--- src/common/uart_pkg.sv ---
// UART shared definitions
// Widths, register map, bus and line structs, FSM encodings and reset
// values for a 16550-style UART with a fixed 8N1 frame

package uart_pkg;

  ////////////////////////////////////////
  // Widths
  ////////////////////////////////////////

  localparam int unsigned DataWidth      = 32;  // Bus data
  localparam int unsigned AddrWidth      = 32;  // Bus address
  localparam int unsigned AddrOffset     = 2;   // Byte bits dropped from addr
  localparam int unsigned AddrBits       = 3;   // Eight word slots
  localparam int unsigned RegWidth       = 8;
  localparam int unsigned OversampleRate = 16;  // Ticks per bit
  localparam int unsigned TickCntWidth   = $clog2(OversampleRate);

  typedef logic [RegWidth-1:0]         byte_t;      // One character
  typedef logic [2*RegWidth-1:0]       divisor_t;   // {DLM, DLL}
  typedef logic [AddrBits-1:0]         reg_addr_t;  // Word address
  typedef logic [TickCntWidth-1:0]     tick_cnt_t;  // Ticks within a bit
  typedef logic [$clog2(RegWidth)-1:0] bit_cnt_t;   // Data bit index

  ////////////////////////////////////////
  // Register map
  ////////////////////////////////////////

  // Shared slots, meaning depends on DLAB
  localparam reg_addr_t RHR_THR_DLL = 3'd0;
  localparam reg_addr_t IER_DLM     = 3'd1;
  localparam reg_addr_t LCR         = 3'd3;
  localparam reg_addr_t LSR         = 3'd5;  // DLAB 0 only
  localparam reg_addr_t SPR         = 3'd7;  // Scratch, reads zero

  localparam int unsigned LCR_DLAB = 7;  // Divisor latch access

  // LSR bit positions
  localparam int unsigned LSR_DR   = 0;
  localparam int unsigned LSR_OE   = 1;
  localparam int unsigned LSR_FE   = 3;
  localparam int unsigned LSR_THRE = 5;
  localparam int unsigned LSR_TEMT = 6;

  // Reset values
  localparam byte_t    REG_RESET_LCR = 8'h00;
  localparam divisor_t REG_RESET_DIV = 16'h0001;  // Fastest baud

  ////////////////////////////////////////
  // Structs
  ////////////////////////////////////////

  typedef struct packed {
    logic                 req;
    logic                 we;
    logic [AddrWidth-1:0] addr;
    logic [DataWidth-1:0] wdata;
  } bus_req_t;

  typedef struct packed {
    logic                 gnt;
    logic                 rvalid;  // One cycle after gnt
    logic [DataWidth-1:0] rdata;
    logic                 err;     // Unmapped slot
  } bus_rsp_t;

  // Regs to transmitter
  typedef struct packed {
    logic  start;  // Single cycle
    byte_t data;
  } tx_cmd_t;

  // Receiver to regs
  typedef struct packed {
    logic  valid;      // Single cycle
    byte_t data;
    logic  frame_err;  // Stop bit seen low
  } rx_event_t;

  ////////////////////////////////////////
  // FSM encodings
  ////////////////////////////////////////

  typedef enum logic [1:0] {TX_IDLE, TX_START, TX_DATA, TX_STOP} tx_state_e;
  typedef enum logic [1:0] {RX_IDLE, RX_START, RX_DATA, RX_STOP} rx_state_e;

endpackage

--- src/hw/uart_regs/uart_regs.sv ---
// UART register block
// Bus slave with request/grant and a read response one cycle later.
// Holds IER, LCR, divisor and LSR status, decodes with DLAB,
// and hands THR writes to the transmitter

module uart_regs (
  input  logic                clk_i,
  input  logic                rst_n_i,
  input  uart_pkg::bus_req_t  bus_req_i,
  output uart_pkg::bus_rsp_t  bus_rsp_o,
  output uart_pkg::tx_cmd_t   tx_cmd_o,
  input  logic                tx_busy_i,
  input  uart_pkg::rx_event_t rx_event_i,
  output uart_pkg::divisor_t  divisor_o,
  output logic                div_load_o
);

  ////////////////////////////////////////
  // Response phase state
  ////////////////////////////////////////

  logic                req_q;              // Doubles as rvalid
  logic                we_q;
  logic                w_err_d, w_err_q;   // Write decode result
  uart_pkg::reg_addr_t addr_d, addr_q;

  // Programmer visible registers
  uart_pkg::byte_t    ier_d, ier_q;
  uart_pkg::byte_t    lcr_d, lcr_q;
  uart_pkg::divisor_t div_d, div_q;
  uart_pkg::byte_t    rhr_q;               // Last received char
  logic               dr_d, dr_q;
  logic               oe_d, oe_q;          // Sticky until RHR read
  logic               fe_d, fe_q;

  logic            dlab;
  logic            wr_req;                 // Write in request cycle
  logic            rd_rsp;                 // Read in response cycle
  logic            rd_rhr;                 // RHR being read out
  logic            rd_err;
  uart_pkg::byte_t rd_data;
  uart_pkg::byte_t lsr;

  assign addr_d    = bus_req_i.addr[uart_pkg::AddrOffset +: uart_pkg::AddrBits];
  assign dlab      = lcr_q[uart_pkg::LCR_DLAB];
  assign wr_req    = bus_req_i.req & bus_req_i.we;
  assign rd_rsp    = req_q & ~we_q;
  assign divisor_o = div_q;

  // Line status view
  always_comb begin
    lsr                     = '0;
    lsr[uart_pkg::LSR_DR]   = dr_q;
    lsr[uart_pkg::LSR_OE]   = oe_q;
    lsr[uart_pkg::LSR_FE]   = fe_q;
    lsr[uart_pkg::LSR_THRE] = ~tx_busy_i;  // No holding reg, tracks shifter
    lsr[uart_pkg::LSR_TEMT] = ~tx_busy_i;
  end

  ////////////////////////////////////////
  // Write decode, request cycle
  ////////////////////////////////////////

  always_comb begin
    ier_d          = ier_q;
    lcr_d          = lcr_q;
    div_d          = div_q;
    w_err_d        = 1'b0;
    div_load_o     = 1'b0;
    tx_cmd_o.start = 1'b0;
    tx_cmd_o.data  = bus_req_i.wdata[uart_pkg::RegWidth-1:0];

    if (wr_req) begin
      if (!dlab) begin
        case (addr_d)
          uart_pkg::RHR_THR_DLL: tx_cmd_o.start = ~tx_busy_i;  // Lost if busy
          uart_pkg::IER_DLM:     ier_d = bus_req_i.wdata[uart_pkg::RegWidth-1:0];
          uart_pkg::LCR:         lcr_d = bus_req_i.wdata[uart_pkg::RegWidth-1:0];
          uart_pkg::LSR:         ;  // Read only, write ignored
          uart_pkg::SPR:         ;  // Accepted, nothing stored
          default:               w_err_d = 1'b1;
        endcase
      end else begin
        case (addr_d)
          uart_pkg::RHR_THR_DLL: begin
            div_d[uart_pkg::RegWidth-1:0] = bus_req_i.wdata[uart_pkg::RegWidth-1:0];
            div_load_o = 1'b1;
          end
          uart_pkg::IER_DLM: begin
            div_d[2*uart_pkg::RegWidth-1:uart_pkg::RegWidth] =
              bus_req_i.wdata[uart_pkg::RegWidth-1:0];
            div_load_o = 1'b1;
          end
          uart_pkg::LCR: lcr_d = bus_req_i.wdata[uart_pkg::RegWidth-1:0];
          uart_pkg::SPR: ;
          default:       w_err_d = 1'b1;  // LSR hidden too
        endcase
      end
    end
  end

  ////////////////////////////////////////
  // Read decode, response cycle
  ////////////////////////////////////////

  always_comb begin
    rd_data = '0;
    rd_err  = 1'b0;
    rd_rhr  = 1'b0;

    if (rd_rsp) begin
      if (!dlab) begin
        case (addr_q)
          uart_pkg::RHR_THR_DLL: begin
            rd_data = rhr_q;
            rd_rhr  = 1'b1;
          end
          uart_pkg::IER_DLM: rd_data = ier_q;
          uart_pkg::LCR:     rd_data = lcr_q;
          uart_pkg::LSR:     rd_data = lsr;
          uart_pkg::SPR:     rd_data = '0;  // Scratch not kept
          default:           rd_err  = 1'b1;
        endcase
      end else begin
        case (addr_q)
          uart_pkg::RHR_THR_DLL: rd_data = div_q[uart_pkg::RegWidth-1:0];
          uart_pkg::IER_DLM:     rd_data = div_q[2*uart_pkg::RegWidth-1:uart_pkg::RegWidth];
          uart_pkg::LCR:         rd_data = lcr_q;
          uart_pkg::SPR:         rd_data = '0;
          default:               rd_err  = 1'b1;
        endcase
      end
    end
  end

  // Status update, receive event wins over read clear
  always_comb begin
    dr_d = dr_q;
    oe_d = oe_q;
    fe_d = fe_q;
    if (rd_rhr) begin
      dr_d = 1'b0;
      oe_d = 1'b0;
    end
    if (rx_event_i.valid) begin
      dr_d = 1'b1;
      fe_d = rx_event_i.frame_err;
      if (dr_q && !rd_rhr) oe_d = 1'b1;  // Unread char overwritten
    end
  end

  // Response mux
  always_comb begin
    bus_rsp_o        = '0;
    bus_rsp_o.gnt    = bus_req_i.req;  // Always ready
    bus_rsp_o.rvalid = req_q;
    bus_rsp_o.err    = w_err_q;
    if (rd_rsp) begin
      bus_rsp_o.rdata[uart_pkg::RegWidth-1:0] = rd_data;
      bus_rsp_o.err                           = rd_err;
    end
  end

  ////////////////////////////////////////
  // Flops
  ////////////////////////////////////////

  always_ff @(posedge clk_i) begin
    if (!rst_n_i) begin
      req_q   <= 1'b0;
      we_q    <= 1'b0;
      addr_q  <= '0;
      w_err_q <= 1'b0;
      ier_q   <= '0;
      lcr_q   <= uart_pkg::REG_RESET_LCR;
      div_q   <= uart_pkg::REG_RESET_DIV;
      dr_q    <= 1'b0;
      oe_q    <= 1'b0;
      fe_q    <= 1'b0;
    end else begin
      req_q   <= bus_req_i.req;
      we_q    <= bus_req_i.we;
      addr_q  <= addr_d;
      w_err_q <= w_err_d;
      ier_q   <= ier_d;
      lcr_q   <= lcr_d;
      div_q   <= div_d;
      dr_q    <= dr_d;
      oe_q    <= oe_d;
      fe_q    <= fe_d;
    end
  end

  always_ff @(posedge clk_i) begin
    if (rx_event_i.valid) rhr_q <= rx_event_i.data;
  end

endmodule

--- src/hw/uart_baud_gen.sv ---
// Baud rate generator
// Down-counter that emits one 16x oversampling tick every divisor clocks

module uart_baud_gen (
  input  logic               clk_i,
  input  logic               rst_n_i,
  input  uart_pkg::divisor_t divisor_i,
  input  logic               div_load_i,
  output logic               tick_o
);

  uart_pkg::divisor_t cnt_d, cnt_q;
  logic               load_q;        // New divisor visible this cycle
  logic               tick_d, tick_q;

  always_comb begin
    cnt_d  = cnt_q;
    tick_d = 1'b0;
    if (divisor_i == '0) begin
      cnt_d = '0;                    // Stopped, no ticks
    end else if (load_q) begin
      cnt_d = uart_pkg::divisor_t'(divisor_i - 1'b1);  // Restart period
    end else if (cnt_q == '0) begin
      cnt_d  = uart_pkg::divisor_t'(divisor_i - 1'b1);
      tick_d = 1'b1;
    end else begin
      cnt_d = cnt_q - 1'b1;
    end
  end

  always_ff @(posedge clk_i) begin
    if (!rst_n_i) begin
      cnt_q  <= '0;
      load_q <= 1'b0;
      tick_q <= 1'b0;
    end else begin
      cnt_q  <= cnt_d;
      load_q <= div_load_i;          // Divisor lands with the write
      tick_q <= tick_d;
    end
  end

  assign tick_o = tick_q;

endmodule

--- src/hw/uart_tx/uart_tx.sv ---
// UART transmitter
// Sends one 8N1 frame per start pulse, LSB first, each bit lasting
// OversampleRate ticks

module uart_tx (
  input  logic              clk_i,
  input  logic              rst_n_i,
  input  logic              tick_i,
  input  uart_pkg::tx_cmd_t tx_cmd_i,
  output logic              busy_o,
  output logic              uart_tx_o
);

  localparam uart_pkg::tick_cnt_t LastTick = uart_pkg::tick_cnt_t'(uart_pkg::OversampleRate - 1);
  localparam uart_pkg::bit_cnt_t  LastBit  = uart_pkg::bit_cnt_t'(uart_pkg::RegWidth - 1);

  uart_pkg::tx_state_e state_q;
  uart_pkg::tick_cnt_t tick_cnt_q;
  uart_pkg::bit_cnt_t  bit_cnt_q;
  uart_pkg::byte_t     shift_q;      // Outgoing char, bit 0 on the line
  logic                bit_end;

  assign bit_end = tick_i && (tick_cnt_q == LastTick);

  ////////////////////////////////////////
  // Frame FSM
  ////////////////////////////////////////

  always_ff @(posedge clk_i) begin
    if (!rst_n_i) begin
      state_q    <= uart_pkg::TX_IDLE;
      tick_cnt_q <= '0;
      bit_cnt_q  <= '0;
    end else begin
      if (state_q != uart_pkg::TX_IDLE && tick_i) tick_cnt_q <= tick_cnt_q + 1'b1;
      case (state_q)
        uart_pkg::TX_IDLE: begin
          tick_cnt_q <= '0;
          bit_cnt_q  <= '0;
          if (tx_cmd_i.start) state_q <= uart_pkg::TX_START;
        end
        uart_pkg::TX_START: if (bit_end) state_q <= uart_pkg::TX_DATA;
        uart_pkg::TX_DATA: begin
          if (bit_end) begin
            bit_cnt_q <= bit_cnt_q + 1'b1;
            if (bit_cnt_q == LastBit) state_q <= uart_pkg::TX_STOP;
          end
        end
        uart_pkg::TX_STOP: if (bit_end) state_q <= uart_pkg::TX_IDLE;  // Frame done
        default: state_q <= uart_pkg::TX_IDLE;
      endcase
    end
  end

  // Shifter
  always_ff @(posedge clk_i) begin
    if (state_q == uart_pkg::TX_IDLE && tx_cmd_i.start) begin
      shift_q <= tx_cmd_i.data;
    end else if (state_q == uart_pkg::TX_DATA && bit_end) begin
      shift_q <= shift_q >> 1;  // Next bit down
    end
  end

  // Line driver, idle high
  always_comb begin
    case (state_q)
      uart_pkg::TX_START: uart_tx_o = 1'b0;
      uart_pkg::TX_DATA:  uart_tx_o = shift_q[0];
      default:            uart_tx_o = 1'b1;  // Idle and stop bit
    endcase
  end

  assign busy_o = (state_q != uart_pkg::TX_IDLE);

endmodule

--- src/hw/uart_rx/uart_rx.sv ---
// UART receiver
// Synchronizes the line, waits for a falling edge and samples each bit
// at mid-bit with 16x oversampling. Reports the byte and a low stop bit

module uart_rx (
  input  logic                clk_i,
  input  logic                rst_n_i,
  input  logic                tick_i,
  input  logic                uart_rx_i,
  output uart_pkg::rx_event_t rx_event_o
);

  localparam uart_pkg::tick_cnt_t MidTick  =
    uart_pkg::tick_cnt_t'(uart_pkg::OversampleRate / 2 - 1);
  localparam uart_pkg::tick_cnt_t LastTick =
    uart_pkg::tick_cnt_t'(uart_pkg::OversampleRate - 1);
  localparam uart_pkg::bit_cnt_t  LastBit  = uart_pkg::bit_cnt_t'(uart_pkg::RegWidth - 1);

  ////////////////////////////////////////
  // Line synchronizer
  ////////////////////////////////////////

  logic [1:0] sync_q;     // Two flop sync
  logic       rx_s;       // Synchronized line
  logic       rx_prev_q;  // For edge detect
  logic       fall;

  always_ff @(posedge clk_i) begin
    if (!rst_n_i) begin
      sync_q    <= 2'b11;  // Idle line high
      rx_prev_q <= 1'b1;
    end else begin
      sync_q    <= {sync_q[0], uart_rx_i};
      rx_prev_q <= rx_s;
    end
  end

  assign rx_s = sync_q[1];
  assign fall = rx_prev_q & ~rx_s;

  ////////////////////////////////////////
  // Frame FSM
  ////////////////////////////////////////

  uart_pkg::rx_state_e state_q;
  uart_pkg::tick_cnt_t tick_cnt_q;
  uart_pkg::bit_cnt_t  bit_cnt_q;
  uart_pkg::byte_t     shift_q;   // Assembled LSB first
  logic                valid_q;
  logic                fe_q;
  logic                sample;    // Mid-bit point of data or stop

  assign sample = tick_i && (tick_cnt_q == LastTick);

  always_ff @(posedge clk_i) begin
    if (!rst_n_i) begin
      state_q    <= uart_pkg::RX_IDLE;
      tick_cnt_q <= '0;
      bit_cnt_q  <= '0;
      valid_q    <= 1'b0;
      fe_q       <= 1'b0;
    end else begin
      valid_q <= 1'b0;  // Single cycle event
      if (state_q != uart_pkg::RX_IDLE && tick_i) tick_cnt_q <= tick_cnt_q + 1'b1;
      case (state_q)
        uart_pkg::RX_IDLE: begin
          tick_cnt_q <= '0;
          bit_cnt_q  <= '0;
          if (fall) state_q <= uart_pkg::RX_START;
        end
        uart_pkg::RX_START: begin
          if (tick_i && tick_cnt_q == MidTick) begin
            tick_cnt_q <= '0;  // Realign to mid-bit
            state_q    <= rx_s ? uart_pkg::RX_IDLE : uart_pkg::RX_DATA;  // Glitch check
          end
        end
        uart_pkg::RX_DATA: begin
          if (sample) begin
            bit_cnt_q <= bit_cnt_q + 1'b1;
            if (bit_cnt_q == LastBit) state_q <= uart_pkg::RX_STOP;
          end
        end
        uart_pkg::RX_STOP: begin
          if (sample) begin
            valid_q <= 1'b1;
            fe_q    <= ~rx_s;  // Stop bit must be high
            state_q <= uart_pkg::RX_IDLE;
          end
        end
        default: state_q <= uart_pkg::RX_IDLE;
      endcase
    end
  end

  // Data shifter
  always_ff @(posedge clk_i) begin
    if (state_q == uart_pkg::RX_DATA && sample) shift_q <= {rx_s, shift_q[uart_pkg::RegWidth-1:1]};
  end

  assign rx_event_o.valid     = valid_q;
  assign rx_event_o.data      = shift_q;  // Stable until next frame
  assign rx_event_o.frame_err = fe_q;

endmodule

--- src/hw/uart_top.sv ---
// UART top level
// Register block, baud generator, transmitter and receiver

module uart_top (
  input  logic               clk_i,
  input  logic               rst_n_i,
  input  uart_pkg::bus_req_t bus_req_i,
  output uart_pkg::bus_rsp_t bus_rsp_o,
  input  logic               uart_rx_i,
  output logic               uart_tx_o
);

  uart_pkg::tx_cmd_t   tx_cmd;    // THR write to shifter
  uart_pkg::rx_event_t rx_event;  // Received char
  uart_pkg::divisor_t  divisor;
  logic                div_load;
  logic                tx_busy;
  logic                tick;      // 16x bit rate

  uart_regs i_regs (
    .clk_i      (clk_i),
    .rst_n_i    (rst_n_i),
    .bus_req_i  (bus_req_i),
    .bus_rsp_o  (bus_rsp_o),
    .tx_cmd_o   (tx_cmd),
    .tx_busy_i  (tx_busy),
    .rx_event_i (rx_event),
    .divisor_o  (divisor),
    .div_load_o (div_load)
  );

  uart_baud_gen i_baud_gen (
    .clk_i      (clk_i),
    .rst_n_i    (rst_n_i),
    .divisor_i  (divisor),
    .div_load_i (div_load),
    .tick_o     (tick)
  );

  uart_tx i_tx (
    .clk_i     (clk_i),
    .rst_n_i   (rst_n_i),
    .tick_i    (tick),
    .tx_cmd_i  (tx_cmd),
    .busy_o    (tx_busy),
    .uart_tx_o (uart_tx_o)
  );

  uart_rx i_rx (
    .clk_i      (clk_i),
    .rst_n_i    (rst_n_i),
    .tick_i     (tick),
    .uart_rx_i  (uart_rx_i),
    .rx_event_o (rx_event)
  );

endmodule

--- config.mk ---
export PLATFORM = sky130hd
export DESIGN_NAME = uart_top
export DESIGN_NICKNAME = d
export VERILOG_FILES = /design/src/common/uart_pkg.sv /design/src/hw/uart_regs/uart_regs.sv /design/src/hw/uart_baud_gen.sv /design/src/hw/uart_tx/uart_tx.sv /design/src/hw/uart_rx/uart_rx.sv /design/src/hw/uart_top.sv
export SDC_FILE = /design/constraint.sdc
export NUM_CORES = 1
export LEC_CHECK = 0
export BUFFER_PORTS_ARGS = -buffer_cell sky130_fd_sc_hd__buf_4
export CELL_PAD_IN_SITES_DETAIL_PLACEMENT = 0
export CELL_PAD_IN_SITES_GLOBAL_PLACEMENT = 1
export CORE_MARGIN = 5
export CORE_UTILIZATION = 43
export DETAILED_ROUTE_END_ITERATION = 10
export PLACE_DENSITY_LB_ADDON = 0.2
export SLEW_MARGIN = 15
export SYNTH_ARGS = -nofsm -noshare
export SYNTH_HDL_FRONTEND = slang
export SYNTH_SLANG_ARGS = --single-unit
--- constraint.sdc ---
create_clock -name clk_i -period 2.2 [get_ports clk_i]
set_input_delay 0.22 -clock clk_i [delete_from_list [all_inputs] [get_ports clk_i]]
set_output_delay 0.22 -clock clk_i [all_outputs]
set_load 0.02 [all_outputs]
# After elaboration in Yosys (flattened, before gate mapping)
# Cells that the tools add are included.
[totals] reg_bits=106 latchBits=0 mem_bits_rw=0 romBits=0 memories=0
[op_classes] n_addsub=6 n_mul=0 div_mod_pow=0 magnitude_cmp=0 eq_ne=29 shift=0 muxes=52 n_bitwise=8 n_reduce_logical=42
[op_table] operator="8-bit 2-to-1 mux" count=6
[op_table] operator="16-bit logical NOT" count=2
[op_table] operator="16-bit 2-to-1 mux" count=2
[op_table] operator="8-bit one-hot mux with 4 select lines" count=1
[op_table] operator="16-bit by 1-bit subtractor with 16-bit output, second input constant" count=2
[op_table] operator="8-bit one-hot mux with 3 select lines" count=1
[op_table] operator="2-bit 2-to-1 mux" count=11
[op_table] operator="1-bit 2-to-1 mux" count=20
[op_table] operator="2-bit by 1-bit inequality test with 1-bit output, second input constant" count=10
[op_table] operator="3-bit == test, second input constant" count=6
[op_table] operator="2-bit one-hot mux with 4 select lines" count=2
[op_table] operator="3-bit one-hot mux with 2 select lines" count=2
[op_table] operator="2-bit AND reduction" count=6
[op_table] operator="3-bit AND reduction" count=4
[op_table] operator="2-bit nonzero test" count=6
[op_table] operator="5-bit AND reduction" count=2
[op_table] operator="5-bit OR reduction" count=2
[op_table] operator="1-bit logical AND" count=9
[op_table] operator="9-bit 2-to-1 mux" count=1
[op_table] operator="4-bit by 1-bit adder with 4-bit output, second input constant" count=2
[op_table] operator="2-bit == test, second input constant" count=4
[op_table] operator="4-bit == test, second input constant" count=2
[op_table] operator="4-bit 2-to-1 mux" count=2
[op_table] operator="4-bit one-hot mux with 2 select lines" count=1
[op_table] operator="other kinds (15)" count=31

# Longest topological paths before layout
[depth] depth_word=8 mapped_depth=8 ltp_nobuf=7

# Hierarchy
# A second synthesis with hierarchy kept.
[unflattened] cells_unflattened=570 hier_area_um2=5550.3
[modules_own_cells] module="uart_regs" n_inst=1 cells_each=291 area_each_um2=2620.0
[modules_own_cells] module="uart_baud_gen" n_inst=1 cells_each=130 area_each_um2=1203.7
[modules_own_cells] module="uart_rx" n_inst=1 cells_each=76 area_each_um2=875.8
[modules_own_cells] module="uart_tx" n_inst=1 cells_each=73 area_each_um2=850.8

# Least setup slack after synthesis
# OpenSTA, ideal clock, no wires.
[synth_timing] path_type="register -> register" from="reg i_baud_gen.tick_q (netlist: i_baud_gen.tick_o)" to="reg i_rx.shift_q[0] (enable)" arrival_time_ns=1.556 t_required_ns=1.814 slack_ns=0.259 path_stages_with_launch=5 period_less_slack_ns=1.941 cell_sequence="dfxtp_1 -> clkbuf_1 -> and3_1 -> nand2_1 -> nor3_1"
[synth_between] elab_chain_len=2
[synth_lines] element="start: declaration" line_no="uart_baud_gen.sv:14" source="logic tick_d, tick_q;"
[synth_lines] element="start signal: assignment" line_no="uart_baud_gen.sv:39" source="tick_q <= tick_d;"
[synth_lines] element="1-bit logical AND" line_no="uart_rx.sv:53" source="assign sample = tick_i && (tick_cnt_q == LastTick);"
[synth_lines] element="1-bit logical AND" line_no="uart_rx.sv:97" source="if (state_q == uart_pkg::RX_DATA && sample) shift_q <= {rx_s, shift_q[uart_pkg::RegWidth-1:1]};"
[synth_lines] element="end signal: assignment" line_no="uart_rx.sv:97"
[synth_lines] element="end: declaration" line_no="uart_rx.sv:48" source="uart_pkg::byte_t shift_q;"
# Every way passes these cells.
# A chain may end at the register's enable or synchronous reset.

==> impl_metrics.env <==
export IMPL_status="completed"
export IMPL_synth_fa_ha_area_share_pct=3.03
export IMPL_final_nets=655
export IMPL_power_leakage_nw=2.22
export IMPL_p_total_w=0.00516
export IMPL_grt_ovfl_total=0
export IMPL_cts_root_buf="clkbuf_16"
export IMPL_synth_distinct_cells=61
export IMPL_crit_type="flop to primary output"
export IMPL_cts_made_buffers=9
export IMPL_gp_congestion=0.839
export IMPL_grt_max_degree=33
export IMPL_cts_sinks=106
export IMPL_synth_edf_count=24
export IMPL_setup_tns_ns=0
export IMPL_netlist_instances=542
export IMPL_rrSetupSlack_ns=0.26
export IMPL_io_pins=105
export IMPL_grt_pass1_vias=3701
export IMPL_drt_initial_drc_count=193
export IMPL_ant_nets=0
export IMPL_dr_pass1_iters=4
export IMPL_holdBufCountCts=0
export IMPL_fin_crit_sh_pct=92.0
export IMPL_slew_violations=0
export IMPL_irDropWorstVdd_mv=0.524
export IMPL_grt_usage_pct=16.4
export IMPL_arrival_ns=1.80
export IMPL_synth_area_leaders="dfxtp_1 (31%), edfxtp_1 (13%), mux2i_1 (8.0%)"
export IMPL_layout_drive_gt1_share_pct=18.3
export IMPL_synthSimpleGateAreaFrac_pct=19.3
export IMPL_core_area_mm2=0.0121
export IMPL_synth_top_family_by_area="simple AND/OR/NAND/NOR gates"
export IMPL_max_freq_ghz=0.494
export IMPL_io_buffers=27
export IMPL_num_vias=3739
export IMPL_crit_required_ns=1.98
export IMPL_synth_top_area_share_pct=30.6
export IMPL_area_delta_synth_final_pct=13.0
export IMPL_synth_seq_cells=106
export IMPL_htree_levels=3
export IMPL_clkTransAtPathRegs_ns=0.08
export IMPL_whs_path_depth=2
export IMPL_r2r_end="i_baud_gen.cnt_q[11]$_SDFF_PP0_"
export IMPL_critPathMaxFanout=15
export IMPL_antenna_found_initial=0
export IMPL_timing_rr_start="i_regs.divisor_o[0]$_SDFFE_PN1P_"
export IMPL_cp_start_kind="flop"
export IMPL_n_antenna_cell=0
export IMPL_worst_setup_path_end_kind="primary output"
export IMPL_syn_avg_cell_area_um2=9.90
export IMPL_fin_skew_ns=0.00710
export IMPL_die_w_um=122
export IMPL_post_drt_wl_per_cell_um=15.6
export IMPL_die_area_mm2=0.0148
export IMPL_period_minus_slack_ns=2.02
export IMPL_synth_area_mm2=0.00537
export IMPL_hold_start="uart_rx_i"
export IMPL_start_util_pct=44.3
export IMPL_viasPerCell=5.01
export IMPL_async_reset_ff_share_pct=0
export IMPL_hold_ws_ns=0.0484
export IMPL_multi_input_area_mm2=0.00275
export IMPL_num_fill_cells=1160
export IMPL_cts_tree="done"
export IMPL_post_synth_top_area_cell="dfxtp_1"
export IMPL_synth_compound_area_share_pct=10.9
export IMPL_worstSkewPairLatency_ns=0.35
export IMPL_drt_total_wl_um=11600
export IMPL_min_path_type="input port to flop"
export IMPL_yosysSeqAreaShare_pct=44.0
export IMPL_cts_buffer_depth=2
export IMPL_dpl_hpwl_um=8580
export IMPL_setup_viol=0
export IMPL_synth_xor_area_share_pct=5.06
export IMPL_rsz0062_at_grt="false"
export IMPL_die_h_um=122
export IMPL_holdPathEnd="i_rx.sync_q[0]$_SDFF_PN1_"
export IMPL_power_density_mw_per_mm2=851
export IMPL_finalHoldViolations=0
export IMPL_ys_warn_count=0
export IMPL_rows=40
export IMPL_drc=0
export IMPL_muxShareOfSynthArea_pct=10.7
export IMPL_yosys_most_used_dff="dfxtp_1"
export IMPL_grt_pass1_wl_um=18900
export IMPL_r2r_cells=7
export IMPL_maxCapViolCount=0
export IMPL_seqCellArea_mm2=0.00237
## kinds of logic after synthesis
family                   after synthesis
AND/OR/NAND/NOR                      187
other                                  1
adder cells (fa/ha/maj)               13
multiplexers                          56
AO/OA/AOI/OAI                         81
flip-flops                           106
XOR/XNOR                              31
buffers and inverters                 67
## worst max-delay path, stage by stage, from the launching register on
cell and delay (ns):
dfxtp_4 0.41, buf_4 0.18, nor3_2 0.28, a221oi_1 0.13, nor3_1 0.26, buf_4 0.19
## synthesized netlist by cell type, types with 7 or more instances
library cell	number
a211oi_1	7
a21oi_1	11
a22oi_1	7
and2_1	8
buf_4	27
clkbuf_1	20
dfxtp_1	82
edfxtp_1	24
ha_1	13
inv_1	12
mux2_2	13
mux2i_1	43
nand2_1	29
nand2b_1	8
nand3_1	9
nor2_1	42
nor2b_1	40
nor3_1	17
o21ai_0	15
o22ai_1	9
xnor2_1	13
xor2_1	18
## cell type report
| type | count | share of cell area, % |
|---|---|---|
| inverter | 13 | 0.825 |
| tap | 168 | 3.47 |
| timing repair buffer | 51 | 6.31 |
| clock inverter | 6 | 0.990 |
| multi-input combinational | 392 | 45.4 |
| sequential | 106 | 39.1 |
| clock buffer | 10 | 3.94 |
## how the worst max path moves through the flow
stage | start | endpoint | slack [ns] | depth (start not counted)
final | i_regs.addr_q[1]$_SDFF_PN0_ | bus_rsp_o[7] | 0.18 | 5
after global routing | i_regs.addr_q[2]$_SDFF_PN0_ | bus_rsp_o[3] | 0.02 | 5
after CTS | i_tx.state_q[0]$_SDFFE_PN0P_ | bus_rsp_o[7] | 0.04 | 7
after detailed placement | i_regs.divisor_o[0]$_SDFFE_PN1P_ | i_baud_gen.cnt_q[11]$_SDFF_PP0_ | 0.13 | 7
after global placement | i_regs.divisor_o[0]$_SDFFE_PN1P_ | i_baud_gen.cnt_q[14]$_SDFF_PP0_ | 0.18 | 7
after floorplan | i_baud_gen.tick_o$_SDFF_PP0_ | i_rx.shift_q[0]$_DFFE_PP_ | 0.26 | 4
## layer usage
layer  wire length [µm]  track usage, %  up-vias
li1                   -               -     1916
met5                  0               0        -
met4                152            5.11        0
met3                424            4.41        9
met1               5650            22.1     1765
met2               5410            25.6       49
## registers in the layout, summed over array words and instances, names as in the netlist, 2 cells and up, named ones only
name	count
i_rx.sync_q	2
i_baud_gen.cnt_q	16
i_tx.tick_cnt_q	4
i_tx.bit_cnt_q	3
i_tx.state_q	2
i_regs.divisor_o	16
i_regs.rhr_q	8
i_regs.ier_q	8
i_tx.shift_q	8
i_rx.shift_q	8
i_regs.addr_q	3
i_regs.lcr_q	7
i_rx.bit_cnt_q	3
i_rx.tick_cnt_q	4
## layout by cell type, fill, tap and decap left out, drive strengths merged, types with 4 or more instances in the layout
| cell type | count |
|---|---|
| dfxtp | 82 |
| buf | 51 |
| mux2i | 43 |
| nor2 | 43 |
| nor2b | 40 |
| nand2 | 29 |
| conb | 24 |
| edfxtp | 24 |
| xor2 | 18 |
| nor3 | 18 |
| inv | 18 |
| o21ai | 15 |
| mux2 | 13 |
| xnor2 | 13 |
| ha | 13 |
| a21oi | 11 |
| clkbuf | 10 |
| a211oi | 10 |
| o22ai | 9 |
| nand3 | 9 |
| and2 | 8 |
| nand2b | 8 |
| a22oi | 7 |
| nor4 | 7 |
| and3 | 5 |
| nor3b | 5 |
| nand4 | 4 |
| a221oi | 4 |
## power breakdown
group	switching, W	internal (W)
clock network	0.000796	0.000836
logic	0.000682	0.000582
registers	0.000140	0.00213
## metrics by stage
stage	cell area, µm²	cells	setup slack (ns)	util [%]
2_1_floorplan	5450	565	0.259	-
3_3_place_gp	5720	730	0.185	47.2
3_5_place_dp	5720	730	0.134	47.2
4_1_cts	6030	746	0.0365	49.8
5_1_grt	6070	746	0.0157	50.1
6_report	6070	746	0.177	50.1
## what timing repair did
action / CTS / global route
gates resized for setup: 4 / 11
endpoints found under the setup margin: 8 / 12
pin swaps: 0 / 1
buffers inserted: 0 / 0
(Power assumes the default switching activity.)
